**src/rtl/axis_pkg.sv**
```systemverilog
`default_nettype none
// ****************************************
// AXI4-Stream demux shared definitions
// stream sizes, routing field and beat type
// ****************************************

package axis_pkg;

    // data lanes carried on each beat, eight bits per lane.
    localparam int TDATA_BYTES = 4;

    // width of the destination sideband.
    localparam int TDEST_WIDTH = 8;

    // width of the user sideband.
    localparam int TUSER_WIDTH = 4;

    // number of output streams behind the router.
    localparam int OUTPUTS = 6;

    // the routing field is a slice of tdest starting at this bit.
    localparam int DEST_OFFSET = 2;

    // width of the routing field.
    // values at or above OUTPUTS name no stream and the packet is dropped.
    localparam int DEST_BITS = 3;

    // width of the dropped packet counter, which wraps on overflow.
    localparam int DROP_COUNT_WIDTH = 16;

    // one beat of the stream with every sideband carried.
    // tlast sits at the top so a packet boundary is easy to spot in a dump.
    typedef struct packed {
        logic                              tlast;
        logic [TDATA_BYTES-1:0][7:0]       tdata;
        logic [TDATA_BYTES-1:0]            tstrb;
        logic [TDATA_BYTES-1:0]            tkeep;
        logic [TDEST_WIDTH-1:0]            tdest;
        logic [TUSER_WIDTH-1:0]            tuser;
    } axis_beat_t;

endpackage

`default_nettype wire

```
**src/rtl/axis_demux.sv**
```systemverilog
`timescale 1ns/10ps
`default_nettype none
// ****************************************
// AXI4-Stream packet router with drop counter
// ****************************************

module axis_demux (
    input  logic                                    aclk,
    input  logic                                    reset,
    // single input stream
    input  logic                                    in_valid,
    output logic                                    in_ready,
    input  axis_pkg::axis_beat_t                    in_beat,
    // one stream per output
    output logic [axis_pkg::OUTPUTS-1:0]            out_valid,
    input  logic [axis_pkg::OUTPUTS-1:0]            out_ready,
    output axis_pkg::axis_beat_t                    out_beat [axis_pkg::OUTPUTS],
    output logic [axis_pkg::DROP_COUNT_WIDTH-1:0]   drop_count
);

    logic                                in_packet;
    logic [axis_pkg::DEST_BITS-1:0]      sel_q;
    logic                                drop_q;
    logic [axis_pkg::DEST_BITS-1:0]      field;
    logic [axis_pkg::DEST_BITS-1:0]      cur_port;
    logic                                cur_drop;
    logic [axis_pkg::OUTPUTS-1:0]        route;
    logic                                in_xfer;

    // routing field of the beat currently offered.
    assign field = in_beat.tdest[axis_pkg::DEST_OFFSET +: axis_pkg::DEST_BITS];

    // a first beat decides from its own tdest, later beats follow the lock.
    assign cur_port = in_packet ? sel_q : field;
    assign cur_drop = in_packet ? drop_q
                                : (32'(field) >= axis_pkg::OUTPUTS);

    // one-hot select of the target stream, empty while dropping.
    always_comb begin
        for (int k = 0; k < axis_pkg::OUTPUTS; k++) begin
            route[k] = !cur_drop && (cur_port == axis_pkg::DEST_BITS'(k));
        end
    end

    assign out_valid = route & {axis_pkg::OUTPUTS{in_valid}};

    // a dropped packet is swallowed at full rate.
    assign in_ready  = cur_drop || |(route & out_ready);
    assign in_xfer   = in_valid && in_ready;

    // the payload fans out to every stream; only out_valid selects.
    generate
        for (genvar k = 0; k < axis_pkg::OUTPUTS; k++) begin : g_fanout
            assign out_beat[k] = in_beat;
        end
    endgenerate

    // packet lock state, cleared by the tlast beat.
    always_ff @(posedge aclk) begin
        if (reset) begin
            in_packet <= 1'b0;
            sel_q     <= '0;
            drop_q    <= 1'b0;
        end else if (in_xfer) begin
            if (in_beat.tlast) begin
                in_packet <= 1'b0;
            end else begin
                in_packet <= 1'b1;
                sel_q     <= cur_port;
                drop_q    <= cur_drop;
            end
        end
    end

    // Count a dropped packet once, on its tlast beat.
    always_ff @(posedge aclk) begin
        if (reset) begin
            drop_count <= '0;
        end else if (in_xfer && in_beat.tlast && cur_drop) begin
            drop_count <= drop_count + 1'b1;
        end
    end

    assert property (@(posedge aclk) disable iff (reset)
        $onehot0(out_valid))
    else $error("router drives more than one output valid");

    // once a non-final beat is taken, the next beat goes to the same place.
    assert property (@(posedge aclk) disable iff (reset)
        in_xfer && !in_beat.tlast |=>
            cur_port == $past(cur_port) && cur_drop == $past(cur_drop))
    else $error("router changed its target in the middle of a packet");

endmodule

`default_nettype wire

```
**src/rtl/axis_demux_top.sv**
```systemverilog
`timescale 1ns/10ps
`default_nettype none
// ****************************************
// AXI4-Stream demux top level with flat ports
// input slice, router and one slice per output
// ****************************************

module axis_demux_top (
    input  logic                                                       aclk,
    input  logic                                                       reset,
    // rx
    input  logic                                                       rx_tvalid,
    output logic                                                       rx_tready,
    input  logic                                                       rx_tlast,
    input  logic [axis_pkg::TDATA_BYTES-1:0][7:0]                      rx_tdata,
    input  logic [axis_pkg::TDATA_BYTES-1:0]                           rx_tstrb,
    input  logic [axis_pkg::TDATA_BYTES-1:0]                           rx_tkeep,
    input  logic [axis_pkg::TDEST_WIDTH-1:0]                           rx_tdest,
    input  logic [axis_pkg::TUSER_WIDTH-1:0]                           rx_tuser,
    // tx
    output logic [axis_pkg::OUTPUTS-1:0]                               tx_tvalid,
    input  logic [axis_pkg::OUTPUTS-1:0]                               tx_tready,
    output logic [axis_pkg::OUTPUTS-1:0]                               tx_tlast,
    output logic [axis_pkg::OUTPUTS-1:0][axis_pkg::TDATA_BYTES-1:0][7:0] tx_tdata,
    output logic [axis_pkg::OUTPUTS-1:0][axis_pkg::TDATA_BYTES-1:0]    tx_tstrb,
    output logic [axis_pkg::OUTPUTS-1:0][axis_pkg::TDATA_BYTES-1:0]    tx_tkeep,
    output logic [axis_pkg::OUTPUTS-1:0][axis_pkg::TDEST_WIDTH-1:0]    tx_tdest,
    output logic [axis_pkg::OUTPUTS-1:0][axis_pkg::TUSER_WIDTH-1:0]    tx_tuser,
    // status
    output logic [axis_pkg::DROP_COUNT_WIDTH-1:0]                      drop_count
);

    axis_pkg::axis_beat_t                rx_beat;
    logic                                mid_valid;
    logic                                mid_ready;
    axis_pkg::axis_beat_t                mid_beat;
    logic [axis_pkg::OUTPUTS-1:0]        route_valid;
    logic [axis_pkg::OUTPUTS-1:0]        route_ready;
    axis_pkg::axis_beat_t                route_beat [axis_pkg::OUTPUTS];
    axis_pkg::axis_beat_t                tx_beat    [axis_pkg::OUTPUTS];

    always_comb begin
        rx_beat.tlast = rx_tlast;
        rx_beat.tdata = rx_tdata;
        rx_beat.tstrb = rx_tstrb;
        rx_beat.tkeep = rx_tkeep;
        rx_beat.tdest = rx_tdest;
        rx_beat.tuser = rx_tuser;
    end

    axis_skid_buffer rx_slice_i (
        .aclk      (aclk),
        .reset     (reset),
        .in_valid  (rx_tvalid),
        .in_ready  (rx_tready),
        .in_beat   (rx_beat),
        .out_valid (mid_valid),
        .out_ready (mid_ready),
        .out_beat  (mid_beat)
    );

    axis_demux demux_i (
        .aclk       (aclk),
        .reset      (reset),
        .in_valid   (mid_valid),
        .in_ready   (mid_ready),
        .in_beat    (mid_beat),
        .out_valid  (route_valid),
        .out_ready  (route_ready),
        .out_beat   (route_beat),
        .drop_count (drop_count)
    );

    generate
        for (genvar k = 0; k < axis_pkg::OUTPUTS; k++) begin : g_tx
            axis_skid_buffer tx_slice_i (
                .aclk      (aclk),
                .reset     (reset),
                .in_valid  (route_valid[k]),
                .in_ready  (route_ready[k]),
                .in_beat   (route_beat[k]),
                .out_valid (tx_tvalid[k]),
                .out_ready (tx_tready[k]),
                .out_beat  (tx_beat[k])
            );

            always_comb tx_tlast[k] = tx_beat[k].tlast;
            always_comb tx_tdata[k] = tx_beat[k].tdata;
            always_comb tx_tstrb[k] = tx_beat[k].tstrb;
            always_comb tx_tkeep[k] = tx_beat[k].tkeep;
            always_comb tx_tdest[k] = tx_beat[k].tdest;
            always_comb tx_tuser[k] = tx_beat[k].tuser;
        end
    endgenerate

endmodule

`default_nettype wire

```
**src/rtl/axis_skid_buffer.sv**
```systemverilog
`timescale 1ns/10ps
`default_nettype none
// ****************************************
// AXI4-Stream register slice with skid register
// ****************************************

module axis_skid_buffer (
    input  logic                 aclk,
    input  logic                 reset,
    // upstream side
    input  logic                 in_valid,
    output logic                 in_ready,
    input  axis_pkg::axis_beat_t in_beat,
    // downstream side
    output logic                 out_valid,
    input  logic                 out_ready,
    output axis_pkg::axis_beat_t out_beat
);

    logic                 skid_valid;
    axis_pkg::axis_beat_t skid_beat;
    logic                 in_xfer;
    logic                 out_free;

    assign in_xfer  = in_valid && in_ready;

    // the output register can take a new beat when it is empty or being read.
    assign out_free = out_ready || !out_valid;

    // control state.
    // in_ready is a register that mirrors an empty skid, so it is low in reset.
    always_ff @(posedge aclk) begin
        if (reset) begin
            out_valid  <= 1'b0;
            skid_valid <= 1'b0;
            in_ready   <= 1'b0;
        end else begin
            if (out_free) begin
                if (skid_valid) begin
                    out_valid  <= 1'b1;
                    skid_valid <= 1'b0;
                end else begin
                    out_valid  <= in_xfer;
                end
                in_ready <= 1'b1;
            end else if (in_xfer) begin
                // output is stalled, so the arriving beat parks in the skid.
                skid_valid <= 1'b1;
                in_ready   <= 1'b0;
            end
        end
    end

    // payload registers.
    always_ff @(posedge aclk) begin
        if (out_free) begin
            if (skid_valid) begin
                out_beat <= skid_beat;
            end else if (in_xfer) begin
                out_beat <= in_beat;
            end
        end else if (in_xfer) begin
            skid_beat <= in_beat;
        end
    end

    // a presented beat must be held until the downstream side takes it.
    assert property (@(posedge aclk) disable iff (reset)
        out_valid && !out_ready |=> out_valid && $stable(out_beat))
    else $error("skid buffer changed an unaccepted output beat");

endmodule

`default_nettype wire

```
**config.mk**
```make
export PLATFORM = sky130hd
export DESIGN_NAME = axis_demux_top
export DESIGN_NICKNAME = d
export VERILOG_FILES = /design/src/rtl/axis_pkg.sv /design/src/rtl/axis_demux.sv /design/src/rtl/axis_demux_top.sv /design/src/rtl/axis_skid_buffer.sv
export SDC_FILE = /design/constraint.sdc
export NUM_CORES = 1
export LEC_CHECK = 0
export BUFFER_PORTS_ARGS = -buffer_cell sky130_fd_sc_hd__buf_2
export CAP_MARGIN = 20
export CORE_ASPECT_RATIO = 0.6
export CORE_MARGIN = 8
export CORE_UTILIZATION = 51
export DETAILED_ROUTE_END_ITERATION = 6
export PLACE_DENSITY = 0.82
export SLEW_MARGIN = 20
export SYNTH_ARGS = -nofsm -noshare
export SYNTH_HDL_FRONTEND = slang
export SYNTH_SLANG_ARGS = --single-unit
```
**constraint.sdc**
```tcl
create_clock -name aclk -period 4.9 [get_ports aclk]
set_input_delay 0 -clock aclk [delete_from_list [all_inputs] [get_ports aclk]]
set_output_delay 0 -clock aclk [all_outputs]
set_load 0.005 [all_outputs]
```
==> metrics.md <==
| Metric | Value |
|---|---|
| CP Launch Type | register |
| Pwr Total | 13.08 mW |
| GRT overflow | 0 |
| CTS tree | done |
| Die area | 64,110 um2 |
| Clock Sinks | 784 |
| Synth Instances | 1,382 |
| LEAKAGE | 11.70 nW |
| Hold WS | 140.3 ps |
| Period utilization | 0.6749 |
| PwrDens | 380.1 nW/um2 |
| RSZ-0062 raised after global routing | no |
| Ratio of cells with drive above 1 in the final layout | 0.4733 |
| Top Ports | 403 |
| Peak supply drop | 0.0002176 V |
| Final HPWL DP | 42.28 mm |
| Routed vias | 14,830 |
| Syn_area_per_cell | 20.68 um2 |
| Slew HR | 0.2764 |
| Antenna Nets Post-Route | 0 |
| Final Hold Fails | 0 |
| Fmax | 0.3024 GHz |
| Final nets | 1,938 |
| Vias per inst | 5.517 |
| Die Width | 321.6 um |
| Core Area | 55,580 um2 |
| CP Capture Point | g_tx[1].tx_slice_i.out_beat[0]$_DFFE_PP_ |
| Clock skew | 25.68 ps |
| First-pass GRT wire length | 97.31 mm |
| CTS buffer count | 68 |
| CTS H-tree depth | 3 |
| Worst EP required | 5160 ps |
| Iter 0 DRT Violations | 1,607 |
| Post-CTS Setup Repair Bufs | 0 |
| Clock Latency Late Sink | 580 ps |
| Area Growth Syn to Fin | 20.45% |
| Port Buffers | 402 |
| Highest-count cells in the layout ignoring fill and taps | edfxtp_1, buf_2, mux2_2 |
| Vias in the first global route | 14,940 |
| Placer Congestion | 0.8868 |
| Number of synthesized flops with an enable pin | 742 |
| Setup TNS | 0 ps |
| Min cycle time layout | 3307 ps |
| Row Count | 67 |
| Post-synthesis sequential area ratio | 0.8091 |
| Max-cap violations | 0 |
| Most common cell after layout, fill and taps aside | edfxtp_1 |
| CP Class | reg2reg |
| Main synth FF type | edfxtp_1 |
| Reg2reg setup slack | 1590 ps |
| Max Buffers Root-to-Sink | 3 |
| Post-synthesis cell area | 28,580 um2 |
| FFs w/ async S/R, synth | 0 |
| Pre-antenna DRT Iters | 5 |
| Setup violators final | 0 |
| RR Startpoint | rx_slice_i.out_beat[8]$_DFFE_PP_ |
| CTS Root Cell | clkbuf_16 |
| Final Util | 0.6193 |
| Crit path capture type | register |
| Outcome | completed |
| Least-Margin Pin Slew | 1083 ps |
| Overall Global Routing Usage | 0.2025 |
| Worst Path Max Fanout | 27 |
| Filler cells | 3,749 |
| Synth area leaders | edfxtp_1, mux2_2, dfxtp_1 |
| Max Slew Vio Count | 0 |
| Initial Util | 0.5142 |
| Flip-flop and latch count after synthesis | 784 |
| Hold Path Cell Cnt | 2 |
| Post-detailed-routing wire length | 67.27 mm |
| Clock slew seen by the registers of the worst setup and hold paths | 60 ps |
| Chip height | 199.4 um |
| Reg2reg path depth | 6 |
| Largest net degree at the start of global routing | 55 |
| Yosys top cell by area | edfxtp_1 |
| Crit path launch | rx_slice_i.out_beat[8]$_DFFE_PP_ |
| Distinct cells, synth | 43 |
| Post-synth top area share | 0.7797 |
| Worst EP arrival | 3570 ps |
| Syn nets | 1,445 |
| Initial antenna violation count | 3 |
| Reg area | 23,150 um2 |
| DRC violations left | 0 |
| Ys Warns | 0 |
| Area of the multi-input gates | 5310 um2 |
| Capturing point of the worst reg2reg path | g_tx[1].tx_slice_i.out_beat[0]$_DFFE_PP_ |
| HP Class | in2reg |
| WL/cell | 25.02 um |
## cell families (layout without fill, tap and decap cells)
family                   after synthesis  count (layout)  share of synthesized area
flip-flops                           784             784                     0.8091
multiplexers                         382             382                     0.1511
AND/OR/NAND/NOR                      100             100                    0.01782
buffers and inverters                 65             610                   0.009676
AO/OA/AOI/OAI                         40              40                   0.008801
XOR/XNOR                              10              10                   0.003065
adder cells (fa/ha/maj)                1               1                  0.0004378
other                                  0               3                          0
## Yosys cell counts (9+ instances only)
master,count
nor2_1,31
nor2b_1,12
mux2_2,372
dfxtp_1,42
or3_1,9
clkbuf_1,25
edfxtp_1,742
nor3_1,10
xnor2_1,10
buf_1,23
nand2_1,14
a21oi_1,24
## cell type report
type                            count  share of cell area
Antenna cell                        3           0.0002181
Clock buffer                       88             0.05285
Clock inverter                     34            0.009960
Inverter                            8           0.0008724
Multi-Input combinational cell    533              0.1543
Sequential cell                   784              0.6725
Tap cell                          759             0.02759
Timing Repair Buffer              480             0.08172
## critical path, cell delays in order (launching register included)
cell	delay, ps
edfxtp_1	630
mux2i_2	400
nand2_1	90
or3_1	460
nor2b_1	210
a21oi_4	870
buf_12	280
## metrics by stage
| stage | cells | worst slack (ps) | cell area, um2 |
|---|---|---|---|
| final | 2689 | 1593 | 34420 |
| after global routing | 2688 | 1471 | 34420 |
| after CTS | 2686 | 1602 | 34410 |
| after detailed placement | 2503 | 1636 | 31640 |
| after global placement | 2503 | 1763 | 31640 |
| after floorplan | 1382 | 241.7 | 28580 |
## registers in the layout, summed over array words and instances, names as in the netlist
signal	cells
rx_slice_i.out_beat	53
demux_i.sel_q	3
g_tx.tx_slice_i.in_ready	6
g_tx.tx_slice_i.out_beat	318
rx_slice_i.skid_beat	53
demux_i.in_packet	1
rx_slice_i.skid_valid	1
rx_slice_i.out_valid	1
demux_i.drop_count	16
demux_i.drop_q	1
g_tx.tx_slice_i.skid_beat	318
rx_slice_i.in_ready	1
g_tx.tx_slice_i.skid_valid	6
g_tx.tx_slice_i.out_valid	6
## timing repair
| item | 4_1_cts | 5_1_grt |
|---|---|---|
| setup endpoints to repair | 0 | 0 |
| gates resized for setup | 0 | 0 |
| endpoints found under the hold margin | 134 | 0 |
| hold buffers | 61 | 0 |
## layer usage
metal | track usage | vias up | routed length (um)
met5 | 0 | - | 0
met4 | 0.04927 | 0 | 1447
met3 | 0.04389 | 111 | 6062
met2 | 0.3294 | 750 | 32050
met1 | 0.2806 | 7554 | 27710
li1 | - | 6419 | -
## where the power goes
part / leakage, nW / switching (mW) / total, mW / internal, mW
combinational: 3.61 / 0.139 / 0.321 / 0.182
sequential: 7.04 / 0.0964 / 7.47 / 7.37
clock: 1.05 / 2.33 / 5.29 / 2.96
## worst min path at each step
stage                      start                            endpoint  slack (ps)
floorplan            rx_tuser[0]   rx_slice_i.skid_beat[0]$_DFFE_PP_         100
global placement    rx_tdata[14]  rx_slice_i.skid_beat[34]$_DFFE_PP_         190
detailed placement      rx_tlast  rx_slice_i.skid_beat[52]$_DFFE_PP_         200
CTS                 rx_tdata[17]  rx_slice_i.skid_beat[37]$_DFFE_PP_         110
global route        rx_tdata[18]  rx_slice_i.skid_beat[38]$_DFFE_PP_         130
finish              rx_tdata[16]  rx_slice_i.skid_beat[36]$_DFFE_PP_         140
Power figures use the tool's default switching activity.
